### config.mk
export PLATFORM = sky130hd
export DESIGN_NAME = exeTop
export DESIGN_NICKNAME = d
export VERILOG_FILES = /design/src/hw/isaPkg.sv /design/src/hw/pipePkg.sv /design/src/hw/aluBranchUnit.sv /design/src/hw/exeReg.sv /design/src/hw/exeTop.sv /design/src/hw/forwardUnit.sv /design/src/hw/hiLoRegs.sv /design/src/hw/iterCounter.sv /design/src/hw/mulDivCtrl.sv /design/src/hw/mulDivPath.sv
export SDC_FILE = /design/constraint.sdc
export NUM_CORES = 2
export LEC_CHECK = 0
export BUFFER_PORTS_ARGS = -buffer_cell sky130_fd_sc_hd__clkbuf_2
export CAP_MARGIN = 10
export CORE_AREA = 2 2 251 253
export CTS_CLUSTER_SIZE = 20
export DETAILED_ROUTE_END_ITERATION = 6
export DIE_AREA = 0 0 253 255
export PLACE_DENSITY = 0.72
export SLEW_MARGIN = 20
export SYNTH_ARGS = -nofsm -noshare
export SYNTH_HDL_FRONTEND = slang
export SYNTH_SLANG_ARGS = --single-unit
### constraint.sdc
create_clock -name clk -period 5.3 [get_ports clk]
set_input_delay 0.265 -clock clk [delete_from_list [all_inputs] [get_ports clk]]
set_output_delay 0.265 -clock clk [all_outputs]
set_load 0.01 [all_outputs]
### src/hw/isaPkg.sv
/*
 * ISA encodings for the execute stage: ALU operations, branch kinds
 * and the datapath constants shared by the whole pipeline.
 */
package isaPkg;

    localparam int DATA_W      = 32;
    localparam int REG_W       = 5;
    localparam int MULDIV_ITER = 32;                     // one quotient/product bit per cycle
    localparam int CNT_W       = $clog2(MULDIV_ITER + 1);

    typedef enum logic [4:0] {
        ADD   = 5'd0,                                    // traps on signed overflow
        ADDU  = 5'd1,
        SUB   = 5'd2,                                    // traps on signed overflow
        SUBU  = 5'd3,
        AND   = 5'd4,
        OR    = 5'd5,
        XOR   = 5'd6,
        NOR   = 5'd7,
        SLT   = 5'd8,
        SLTU  = 5'd9,
        SLL   = 5'd10,
        SRL   = 5'd11,
        SRA   = 5'd12,
        LUI   = 5'd13,
        MFHI  = 5'd14,
        MFLO  = 5'd15,
        MTHI  = 5'd16,
        MTLO  = 5'd17,
        MULTU = 5'd18,                                   // unsigned only
        DIVU  = 5'd19
    } aluOpType;

    typedef enum logic [2:0] {
        NONE = 3'd0,
        BEQ  = 3'd1,
        BNE  = 3'd2,
        BLEZ = 3'd3,
        BGTZ = 3'd4,
        BLTZ = 3'd5,
        BGEZ = 3'd6,
        JR   = 3'd7                                      // target comes from rs
    } branchType;

endpackage

### src/hw/pipePkg.sv
/*
 * Pipeline buses around the execute stage: the decoded instruction
 * coming in, the forwarding ports and the results going out.
 */
package pipePkg;

    import isaPkg::*;

    typedef struct packed {
        logic [DATA_W-1:0] pc;
        logic [DATA_W-1:0] busA;                         // rs read
        logic [DATA_W-1:0] busB;                         // rt read
        logic [DATA_W-1:0] imm32;
        logic [REG_W-1:0]  rs;
        logic [REG_W-1:0]  rt;
        logic [REG_W-1:0]  dst;
        logic [REG_W-1:0]  shamt;
        aluOpType          aluOp;
        logic              aluSrcA;                      // use shamt for A
        logic              aluSrcB;                      // use imm32 for B
        logic              regWr;
        branchType         branch;
    } idExeBus;

    typedef struct packed {
        logic              regWr;
        logic [REG_W-1:0]  dst;
        logic [DATA_W-1:0] result;
    } fwdSrc;

    typedef struct packed {
        logic [DATA_W-1:0] aluOut;
        logic [DATA_W-1:0] storeData;
        logic [REG_W-1:0]  dst;
        logic              regWr;
        logic              excOverflow;
    } exeMemBus;

    typedef struct packed {
        logic              taken;
        logic [DATA_W-1:0] target;
    } branchRes;

    // nop held by the stage after reset or flush
    localparam idExeBus BUBBLE = '{aluOp: ADDU, branch: NONE, default: '0};

endpackage
### src/hw/aluBranchUnit.sv
/*
 * Execute ALU with signed overflow detection, plus branch and JR resolution
 */
`timescale 1ns/1ns

module aluBranchUnit import isaPkg::*, pipePkg::*; (
    input  idExeBus           stageQ,
    input  logic [DATA_W-1:0] opA,
    input  logic [DATA_W-1:0] opB,
    input  logic [DATA_W-1:0] fwdA,
    input  logic [DATA_W-1:0] fwdB,
    input  logic [DATA_W-1:0] hi,
    input  logic [DATA_W-1:0] lo,
    output exeMemBus          exeOut,
    output branchRes          branchOut
);

    logic [DATA_W-1:0] sum;
    logic [DATA_W-1:0] diff;
    logic              addOvf;
    logic              subOvf;

    assign sum    = opA + opB;
    assign diff   = opA - opB;
    assign addOvf = (opA[DATA_W-1] == opB[DATA_W-1]) && (sum[DATA_W-1] != opA[DATA_W-1]);
    assign subOvf = (opA[DATA_W-1] != opB[DATA_W-1]) && (diff[DATA_W-1] != opA[DATA_W-1]);

    always_comb begin
        unique case (stageQ.aluOp)
            ADD, ADDU: exeOut.aluOut = sum;
            SUB, SUBU: exeOut.aluOut = diff;
            AND:       exeOut.aluOut = opA & opB;
            OR:        exeOut.aluOut = opA | opB;
            XOR:       exeOut.aluOut = opA ^ opB;
            NOR:       exeOut.aluOut = ~(opA | opB);
            SLT:       exeOut.aluOut = DATA_W'($signed(opA) < $signed(opB));
            SLTU:      exeOut.aluOut = DATA_W'(opA < opB);
            SLL:       exeOut.aluOut = opB << opA[4:0];  // amount from shamt or rs
            SRL:       exeOut.aluOut = opB >> opA[4:0];
            SRA:       exeOut.aluOut = $signed(opB) >>> opA[4:0];
            LUI:       exeOut.aluOut = {opB[15:0], 16'b0};
            MFHI:      exeOut.aluOut = hi;
            MFLO:      exeOut.aluOut = lo;
            default:   exeOut.aluOut = '0;               // mt*, mul/div write no GPR
        endcase
        exeOut.excOverflow = (stageQ.aluOp == ADD && addOvf) ||
                             (stageQ.aluOp == SUB && subOvf);
        exeOut.regWr       = stageQ.regWr && !exeOut.excOverflow;
        exeOut.storeData   = fwdB;
        exeOut.dst         = stageQ.dst;
    end

    always_comb begin
        unique case (stageQ.branch)
            BEQ:     branchOut.taken = (fwdA == fwdB);
            BNE:     branchOut.taken = (fwdA != fwdB);
            BLEZ:    branchOut.taken = fwdA[DATA_W-1] || (fwdA == '0);
            BGTZ:    branchOut.taken = !fwdA[DATA_W-1] && (fwdA != '0);
            BLTZ:    branchOut.taken = fwdA[DATA_W-1];
            BGEZ:    branchOut.taken = !fwdA[DATA_W-1];
            JR:      branchOut.taken = 1'b1;
            default: branchOut.taken = 1'b0;
        endcase
        if (stageQ.branch == JR) begin
            branchOut.target = fwdA;
        end else begin
            branchOut.target = stageQ.pc + DATA_W'(4) + {stageQ.imm32[DATA_W-3:0], 2'b00};
        end
    end

    ovfOnlyAddSub: assert final (!exeOut.excOverflow || stageQ.aluOp inside {ADD, SUB});

endmodule

### src/hw/exeReg.sv
/*
 * ID/EXE stage register, loads a bubble on flush
 */
`timescale 1ns/1ns

module exeReg import pipePkg::*; (
    input  logic    clk,
    input  logic    rst,
    input  logic    exeWr,
    input  logic    exeFlush,
    input  idExeBus idIn,
    output idExeBus stageQ
);

    always_ff @(posedge clk) begin
        if (rst) begin
            stageQ <= BUBBLE;
        end else if (exeFlush) begin
            stageQ <= BUBBLE;                            // flush beats write enable
        end else if (exeWr) begin
            stageQ <= idIn;
        end
    end

endmodule

### src/hw/exeTop.sv
/*
 * Execute stage: stage register, bypass, ALU/branch and the mul/div unit
 */
`timescale 1ns/1ns

module exeTop import isaPkg::*, pipePkg::*; (
    input  logic     clk,
    input  logic     rst,
    input  logic     exeWr,
    input  logic     exeFlush,
    input  idExeBus  idIn,
    input  fwdSrc    memFwd,
    input  fwdSrc    wbFwd,
    output exeMemBus exeOut,
    output branchRes branchOut,
    output logic     mulDivStall
);

    idExeBus           stageQ;
    logic [DATA_W-1:0] fwdA;
    logic [DATA_W-1:0] fwdB;
    logic [DATA_W-1:0] opA;
    logic [DATA_W-1:0] opB;
    logic [DATA_W-1:0] hi;
    logic [DATA_W-1:0] lo;
    logic [DATA_W-1:0] hiRes;
    logic [DATA_W-1:0] loRes;
    logic              load;
    logic              done;
    logic              hiLoLoad;

    exeReg u_exeReg (
        .clk      (clk),
        .rst      (rst),
        .exeWr    (exeWr),
        .exeFlush (exeFlush),
        .idIn     (idIn),
        .stageQ   (stageQ)
    );

    forwardUnit u_forwardUnit (
        .stageQ (stageQ),
        .memFwd (memFwd),
        .wbFwd  (wbFwd),
        .fwdA   (fwdA),
        .fwdB   (fwdB),
        .opA    (opA),
        .opB    (opB)
    );

    aluBranchUnit u_aluBranchUnit (
        .stageQ    (stageQ),
        .opA       (opA),
        .opB       (opB),
        .fwdA      (fwdA),
        .fwdB      (fwdB),
        .hi        (hi),
        .lo        (lo),
        .exeOut    (exeOut),
        .branchOut (branchOut)
    );

    mulDivCtrl u_mulDivCtrl (
        .clk         (clk),
        .rst         (rst),
        .exeWr       (exeWr),
        .exeFlush    (exeFlush),
        .aluOp       (stageQ.aluOp),
        .done        (done),
        .load        (load),
        .mulDivStall (mulDivStall),
        .hiLoLoad    (hiLoLoad)
    );

    iterCounter u_iterCounter (
        .clk   (clk),
        .rst   (rst),
        .load  (load),
        .clear (exeFlush),
        .done  (done)
    );

    mulDivPath u_mulDivPath (
        .clk   (clk),
        .load  (load),
        .isDiv (stageQ.aluOp == DIVU),
        .a     (fwdA),
        .b     (fwdB),
        .hiRes (hiRes),
        .loRes (loRes)
    );

    hiLoRegs u_hiLoRegs (
        .clk      (clk),
        .rst      (rst),
        .hiLoLoad (hiLoLoad),
        .hiRes    (hiRes),
        .loRes    (loRes),
        .aluOp    (stageQ.aluOp),
        .wrData   (fwdA),                                // mthi/mtlo source is rs
        .exeFlush (exeFlush),
        .hi       (hi),
        .lo       (lo)
    );

endmodule

### src/hw/forwardUnit.sv
/*
 * Operand bypass from MEM and WB, then shamt/immediate selection
 */
`timescale 1ns/1ns

module forwardUnit import isaPkg::*, pipePkg::*; (
    input  idExeBus           stageQ,
    input  fwdSrc             memFwd,
    input  fwdSrc             wbFwd,
    output logic [DATA_W-1:0] fwdA,
    output logic [DATA_W-1:0] fwdB,
    output logic [DATA_W-1:0] opA,
    output logic [DATA_W-1:0] opB
);

    function automatic logic [DATA_W-1:0] bypass(
        input logic [REG_W-1:0]  src,
        input logic [DATA_W-1:0] rfVal,
        input fwdSrc             mem,
        input fwdSrc             wb
    );
        logic [DATA_W-1:0] val;
        val = rfVal;
        if (src != '0) begin                             // $zero is never bypassed
            if (mem.regWr && mem.dst == src) begin
                val = mem.result;                        // younger result wins
            end else if (wb.regWr && wb.dst == src) begin
                val = wb.result;
            end
        end
        return val;
    endfunction

    assign fwdA = bypass(stageQ.rs, stageQ.busA, memFwd, wbFwd);
    assign fwdB = bypass(stageQ.rt, stageQ.busB, memFwd, wbFwd);

    assign opA = stageQ.aluSrcA ? {{(DATA_W-REG_W){1'b0}}, stageQ.shamt} : fwdA;
    assign opB = stageQ.aluSrcB ? stageQ.imm32 : fwdB;

endmodule

### src/hw/hiLoRegs.sv
/*
 * HI/LO registers, loaded by mul/div completion or by MTHI/MTLO
 */
`timescale 1ns/1ns

module hiLoRegs import isaPkg::*; (
    input  logic              clk,
    input  logic              rst,
    input  logic              hiLoLoad,
    input  logic [DATA_W-1:0] hiRes,
    input  logic [DATA_W-1:0] loRes,
    input  aluOpType          aluOp,
    input  logic [DATA_W-1:0] wrData,
    input  logic              exeFlush,
    output logic [DATA_W-1:0] hi,
    output logic [DATA_W-1:0] lo
);

    always_ff @(posedge clk) begin
        if (rst) begin
            hi <= '0;
            lo <= '0;
        end else if (hiLoLoad) begin
            hi <= hiRes;
            lo <= loRes;
        end else if (!exeFlush) begin                    // flushed move is dropped
            if (aluOp == MTHI) hi <= wrData;
            if (aluOp == MTLO) lo <= wrData;
        end
    end

    noLoadDuringMove: assert property (@(posedge clk) disable iff (rst)
        hiLoLoad |-> !(aluOp inside {MTHI, MTLO}));

endmodule

### src/hw/iterCounter.sv
/*
 * Iteration counter for mul/div, done one cycle before it empties
 */
`timescale 1ns/1ns

module iterCounter import isaPkg::*; (
    input  logic clk,
    input  logic rst,
    input  logic load,
    input  logic clear,
    output logic done
);

    logic [CNT_W-1:0] cnt;

    always_ff @(posedge clk) begin
        if (rst || clear) begin
            cnt <= '0;
        end else if (load) begin
            cnt <= CNT_W'(MULDIV_ITER);
        end else if (cnt != '0) begin
            cnt <= cnt - 1'b1;
        end
    end

    assign done = (cnt == CNT_W'(1));                    // last iteration cycle

    doneAfterLoad: assert property (@(posedge clk) disable iff (rst)
        $rose(done) |-> $past(load, MULDIV_ITER));

endmodule

### src/hw/mulDivCtrl.sv
/*
 * Sequencer for the iterative MULTU/DIVU unit, raises the pipeline stall
 */
`timescale 1ns/1ns

module mulDivCtrl import isaPkg::*; (
    input  logic     clk,
    input  logic     rst,
    input  logic     exeWr,
    input  logic     exeFlush,
    input  aluOpType aluOp,
    input  logic     done,
    output logic     load,
    output logic     mulDivStall,
    output logic     hiLoLoad
);

    typedef enum logic [1:0] {IDLE, RUN, DONE} stateType;

    stateType state;
    stateType stateNext;
    logic     isMulDiv;

    assign isMulDiv = (aluOp == MULTU) || (aluOp == DIVU);

    always_comb begin
        stateNext = state;
        unique case (state)
            IDLE: if (isMulDiv && !exeFlush) stateNext = RUN;
            RUN: begin
                if (exeFlush) begin
                    stateNext = IDLE;                    // abandon, HI/LO untouched
                end else if (done) begin
                    stateNext = DONE;
                end
            end
            DONE: if (exeWr || exeFlush) stateNext = IDLE; // wait for a new op
            default: stateNext = IDLE;
        endcase
    end

    always_ff @(posedge clk) begin
        if (rst) begin
            state <= IDLE;
        end else begin
            state <= stateNext;
        end
    end

    assign load        = (state == IDLE) && isMulDiv && !exeFlush;
    assign mulDivStall = ((state == IDLE) && isMulDiv) || (state == RUN);
    assign hiLoLoad    = (state == RUN) && done && !exeFlush;

    loadStartsRun: assert property (@(posedge clk) disable iff (rst)
        load |-> (state == IDLE) ##1 (state == RUN));

    noStallInDone: assert property (@(posedge clk) disable iff (rst)
        (state == DONE) |-> !mulDivStall);

endmodule

### src/hw/mulDivPath.sv
/*
 * Unsigned shift-add multiplier and restoring divider, one bit per cycle.
 * hiRes/loRes show the accumulators after the current step.
 */
`timescale 1ns/1ns

module mulDivPath import isaPkg::*; (
    input  logic              clk,
    input  logic              load,
    input  logic              isDiv,
    input  logic [DATA_W-1:0] a,
    input  logic [DATA_W-1:0] b,
    output logic [DATA_W-1:0] hiRes,
    output logic [DATA_W-1:0] loRes
);

    logic [DATA_W-1:0] hiQ;                              // partial product / remainder
    logic [DATA_W-1:0] loQ;                              // multiplier / quotient
    logic [DATA_W-1:0] opQ;                              // multiplicand / divisor
    logic [DATA_W:0]   addSum;
    logic [DATA_W:0]   shifted;
    logic [DATA_W:0]   trial;

    always_comb begin
        addSum  = {1'b0, hiQ} + (loQ[0] ? {1'b0, opQ} : '0);
        shifted = {hiQ, loQ[DATA_W-1]};
        trial   = shifted - {1'b0, opQ};
        if (isDiv) begin
            // borrow means restore; a zero divisor never borrows
            hiRes = trial[DATA_W] ? shifted[DATA_W-1:0] : trial[DATA_W-1:0];
            loRes = {loQ[DATA_W-2:0], ~trial[DATA_W]};
        end else begin
            hiRes = addSum[DATA_W:1];
            loRes = {addSum[0], loQ[DATA_W-1:1]};
        end
    end

    always_ff @(posedge clk) begin
        if (load) begin
            hiQ <= '0;
            loQ <= isDiv ? a : b;                        // dividend or multiplier
            opQ <= isDiv ? b : a;
        end else begin
            hiQ <= hiRes;
            loQ <= loRes;
        end
    end

endmodule

**Word-level counts from Yosys, hierarchy flattened**

Cells that the tools add are included.

- Mux-type cells: 31
- Shift-type cells: 3
- Add/sub/neg operators: 7
- Equality and inequality tests: 43
- Magnitude comparators: 2
- Bitwise operators: 5
- Reductions and logical operators: 41

Operator list:

| kind | count |
|---|---|
| 32-bit two-way mux | 22 |
| 32-bit case mux with 14 select lines | 1 |
| 32-bit adder | 2 |
| 32-bit < comparator | 2 |
| 5-bit by 4-bit == test with 1-bit output, second input constant | 8 |
| 32-bit by 33-bit adder with 33-bit output | 1 |
| 33-bit by 32-bit subtractor with 33-bit output | 1 |
| 32-bit by 3-bit adder with 32-bit output, second input constant | 1 |
| 32-bit bitwise AND | 1 |
| 32-bit == test | 1 |
| 32-bit zero test | 1 |
| 32-bit != test | 1 |
| 32-bit NOT | 1 |
| 32-bit bitwise OR | 1 |
| 32-bit nonzero test | 1 |
| 32-bit by 5-bit << shifter with 32-bit output | 1 |
| 32-bit by 5-bit >> shifter with 32-bit output | 1 |
| 32-bit by 5-bit >>> shifter with 32-bit output | 1 |
| 32-bit subtractor | 1 |
| 32-bit XOR | 1 |
| 5-bit by 3-bit == test with 1-bit output, second input constant | 4 |
| 5-bit == test | 4 |
| 5-bit == test, second input constant | 4 |
| 1-bit logical AND | 15 |
| 28 further kinds | 55 |

- Output and inout port bits: 105
- Register bits: 327

**Longest topological paths before layout**

- Depth in word-level cells: 13
- Gate-level depth with buffers: 24
- Gate-level depth less buffers: 20

**Hierarchy**

A second synthesis with hierarchy kept.

- Cell total of the unflattened synthesis: 4,315
- Area total of the unflattened synthesis: 33,009.2 um2

Modules (own cells, without submodules):

| module | cells each | times used | area each (um2) | seq. area each (um2) |
|---|---|---|---|---|
| aluBranchUnit | 1,822 | 1 | 11,970.2 | 0.0 |
| mulDivPath | 1,074 | 1 | 8,838.5 | 2,242.2 |
| exeReg | 514 | 1 | 5,725.5 | 3,183.1 |
| hiLoRegs | 374 | 1 | 3,161.8 | 1,281.2 |
| forwardUnit | 481 | 1 | 2,836.5 | 0.0 |
| iterCounter | 34 | 1 | 339.1 | 120.1 |
| mulDivCtrl | 14 | 1 | 122.6 | 40.0 |
| exeTop | 2 | 1 | 15.0 | 0.0 |

**Worst setup path after synthesis**

Ideal clock, no wire load.

- Path type: register to output
- Start point: register u_exeReg.stageQ[27] (netlist name)
- End point: output port exeOut[70] in the netlist's numbering
- Cell stages (with the launch flop): 22
- Path slack: -0.290 ns
- Path buffers: 4
- Arrival time: 5.325 ns
- Data required time: 5.035 ns
- Cells stage by stage: dfxtp_1 -> xnor2_1 -> nand4_1 -> or3_1 -> buf_2 -> a31oi_1 -> o21ai_0 -> nand2_1 -> buf_2 -> clkbuf_1 -> ha_1 -> clkbuf_1 -> a221oi_1 -> o211ai_1 -> a2111oi_0 -> o31ai_1 -> a2111oi_1 -> o21ai_0 -> a31oi_2 -> mux2i_1 -> xor2_1 -> a211o_1

RTL lines:

| what | RTL line | RTL |
|---|---|---|
| to (decl) | exeTop.sv:14 | `output exeMemBus exeOut,` |

==> out/metrics.yaml <==
p_sw_mw: 4.691
setup_viol: 23
synth_edf_count: 32
die_x_um: 253
worst_slack_ns: -0.6523
drt_iter0_drc: 5166
required_ns: 5.04
wl_per_cell_um: 30.09
slowest_stage: "o31a_1"
max_stage_delay_ns: 0.39
clock_latency_ns: 0.61
grt_start_max_net_pins: 132
ys_top_cells_by_count: "446 x nor2_1, 378 x mux2i_1, 346 x nand2_1"
cts_tree: "yes"
synth.distinct_cells: 91
power.density_mw_per_mm2: 278.6
grt_pass1_vias: 34760
endpoint_kind: "output port"
cp.arrival_ns: 5.69
root_buffer: "clkbuf_16"
peakVddDrop_uv: 260.0
ios: 344
dieArea_mm2: 0.06452
die_h_um: 255
postRouteAntennaNets: 0
crit_fanout: 6
power_frac_comb_pct: 48.1
async_reset_ff_share_pct: 0
synth_area_leaders: "dfxtp_1 19%, mux2i_1 12%, ha_1 9.2%, nor2_1 5.5%, o21ai_0 4.4%"
cts_buffers: 38
avgSynthCellArea_um2: 7.722
portBuffers: 343
firstDrtPassIters: 7
grt_pass1_wl_mm: 236.6
dpl.hpwl_mm: 127.8
synth_top_cell_area_share_pct: 19.24
yosysTopAreaCell: "dfxtp_1"
antenna_found_initial: 18
fin_nets: 5198
hold_viol: 0
fin_crit_sh_pct: 112.3
power.leakage_nw: 18.25
sequentialPowerShare_pct: 27.8
start_util_pct: 49.38
synth_nets: 4444
dr_total_vias: 36840
syn_area_mm2: 0.03069
gp_congestion: 1.089
r2r_slack_ns: 0.78
cts_sinks: 327
synth-warning-count: 0
drc_errors: 2
cts_max_level: 2
power_mw: 11.24
clockPowerShare_pct: 24.1
core_mm2: 0.06216
placedCellCount: 5286
clock_skew_ns: 0.02552
fp-row-count: 92
cp-start-kind: "flip-flop"
ys_seq_area_share_pct: 22.37
tightest_slew_ns: 1.107
status: "finished, violations left"
fin_cells: 5569
hp-class: "in2reg"
violations: "design-rule violations, negative setup slack"
synth_cells: 3975
rsz0062_at_grt: "true"
wirelength_mm: 167.6
internal-power_mw: 6.548
crit_top_cell: "buf_4"
final_layout_size_suffix_gt1_share_pct: 24.15
grt_usage_pct: 50.12
switching_share_pct: 41.74
synth-seq-cells: 327
fmax_ghz: 0.1680
syn_to_final_growth_pct: 31.44
critical_path_class: "reg2out"
clockBufferDepth: 3
synth_flop_cell: "dfxtp_1"
synth_most_common_cell: "nor2_1"
slew_headroom_pct: 26.21
vias_per_cell: 6.616
grt_overflow: 0
drv_slew: 0
cts.clk_slew.worst_paths_ns: 0.06
period_needed_ns: 5.952
cap_violations: 0
==> what timing repair did <==
action                                  in CTS  in global routing
pin swaps                                   86                 48
resized for setup                          196                120
buffers inserted                            37                 13
hold buffers                               155                  0
endpoints found under the setup margin      31                 34
endpoints found under the hold margin      155                  0
cloned                                       0                  1
==> critical path, delay by kind of cell, from the launching register on <==
family | cells | cell delay [ns]
DFF | 1 | 0.35
adders and majority gates | 1 | 0.21
AOI/OAI and AO/OA | 9 | 2.15
and+or+nand+nor | 5 | 0.82
xor gates and xnor gates | 2 | 0.31
buffers and inverters | 8 | 1.25
==> placed cells by master, fill, tap and decap left out, drive strengths merged, types with 60 or more instances in the layout <==
master,n
a21oi,258
a22oi,85
buf,511
clkbuf,378
dfxtp,295
dlygate4sd3,155
ha,225
inv,171
mux2i,384
nand2,346
nand2b,60
nand3,85
nor2,447
o211ai,70
o21ai,272
o22ai,63
xnor2,90
xor2,69
==> power groups by stage <==
stage          clock, mW  combinational [mW]  sequential [mW]
2_1_floorplan          0                3.23             3.03
3_3_place_gp           0                4.81             3.15
3_5_place_dp           0                4.86             3.16
4_1_cts             2.70                5.12             3.11
5_1_grt             2.80                5.73             3.15
6_report            2.71                5.40             3.13
==> cell type report <==
class | count | area (um^2)
fill | 5291 | 21820
timing repair buffer | 993 | 7317
clock inverter | 17 | 226.5
antenna | 13 | 32.53
sequential | 327 | 6890
inverter | 169 | 635.6
tap | 799 | 999.7
clock buffer | 51 | 1020
multi-input combinational | 3200 | 23220
==> cell families (layout without fill, tap and decap cells) <==
| kind of cell | after synthesis | in the layout | share of synthesized area [%] |
|---|---|---|---|
| simple gates | 1184 | 1184 | 17.37 |
| buf+inv | 448 | 1230 | 6.037 |
| flops | 327 | 327 | 22.37 |
| mux | 410 | 410 | 13.78 |
| other cells | 0 | 13 | 0 |
| xor+xnor | 159 | 159 | 4.537 |
| fa+ha+maj | 230 | 230 | 9.498 |
| compound gates | 1217 | 1217 | 26.40 |
==> final timing paths <==
check                           start                   end  cells after the start
hold / removal              idIn[109]  u_exeReg.stageQ[109]                      3
hold reg to reg      u_hiLoRegs.lo[2]      u_hiLoRegs.lo[2]                      2
setup / recovery  u_exeReg.stageQ[24]            exeOut[67]                     25
setup reg to reg  u_mulDivPath.loQ[0]     u_hiLoRegs.hi[31]                     16
==> registers in the layout, indices dropped and copies added (netlist names) <==
signal / cells
u_mulDivPath.loQ: 32
u_mulDivPath.hiQ: 32
u_hiLoRegs.lo: 32
u_hiLoRegs.hi: 32
u_iterCounter.cnt: 6
u_mulDivPath.opQ: 32
u_exeReg.stageQ: 159
u_mulDivCtrl.state: 2
==> per-stage QoR <==
stage	setup WS [ns]	setup TNS (ns)	util, %	cell area (um^2)	hold WS (ns)
4_1_cts	-0.5432	-6.380	63.87	39700	0.0003104
3_5_place_dp	-0.4846	-2.608	57.54	35770	0.4470
3_3_place_gp	-0.4508	-2.061	57.54	35770	0.4433
5_1_grt	-0.7541	-11.95	64.88	40330	0.009057
6_report	-0.6523	-9.209	64.90	40340	0.007595
2_1_floorplan	0.003587	0	-	30730	0.3687
==> routing by layer <==
metal / part of all wire, % / global-route usage [%] / vias to the layer above
met2: 41 / 72.92 / 2646
met5: 0.13 / 1.504 / -
li1: - / - / 16080
met4: 9.0 / 37.04 / 18
met1: 37 / 60.83 / 17340
met3: 13 / 17.72 / 756
No activity file was read; power rests on OpenSTA's default activity.
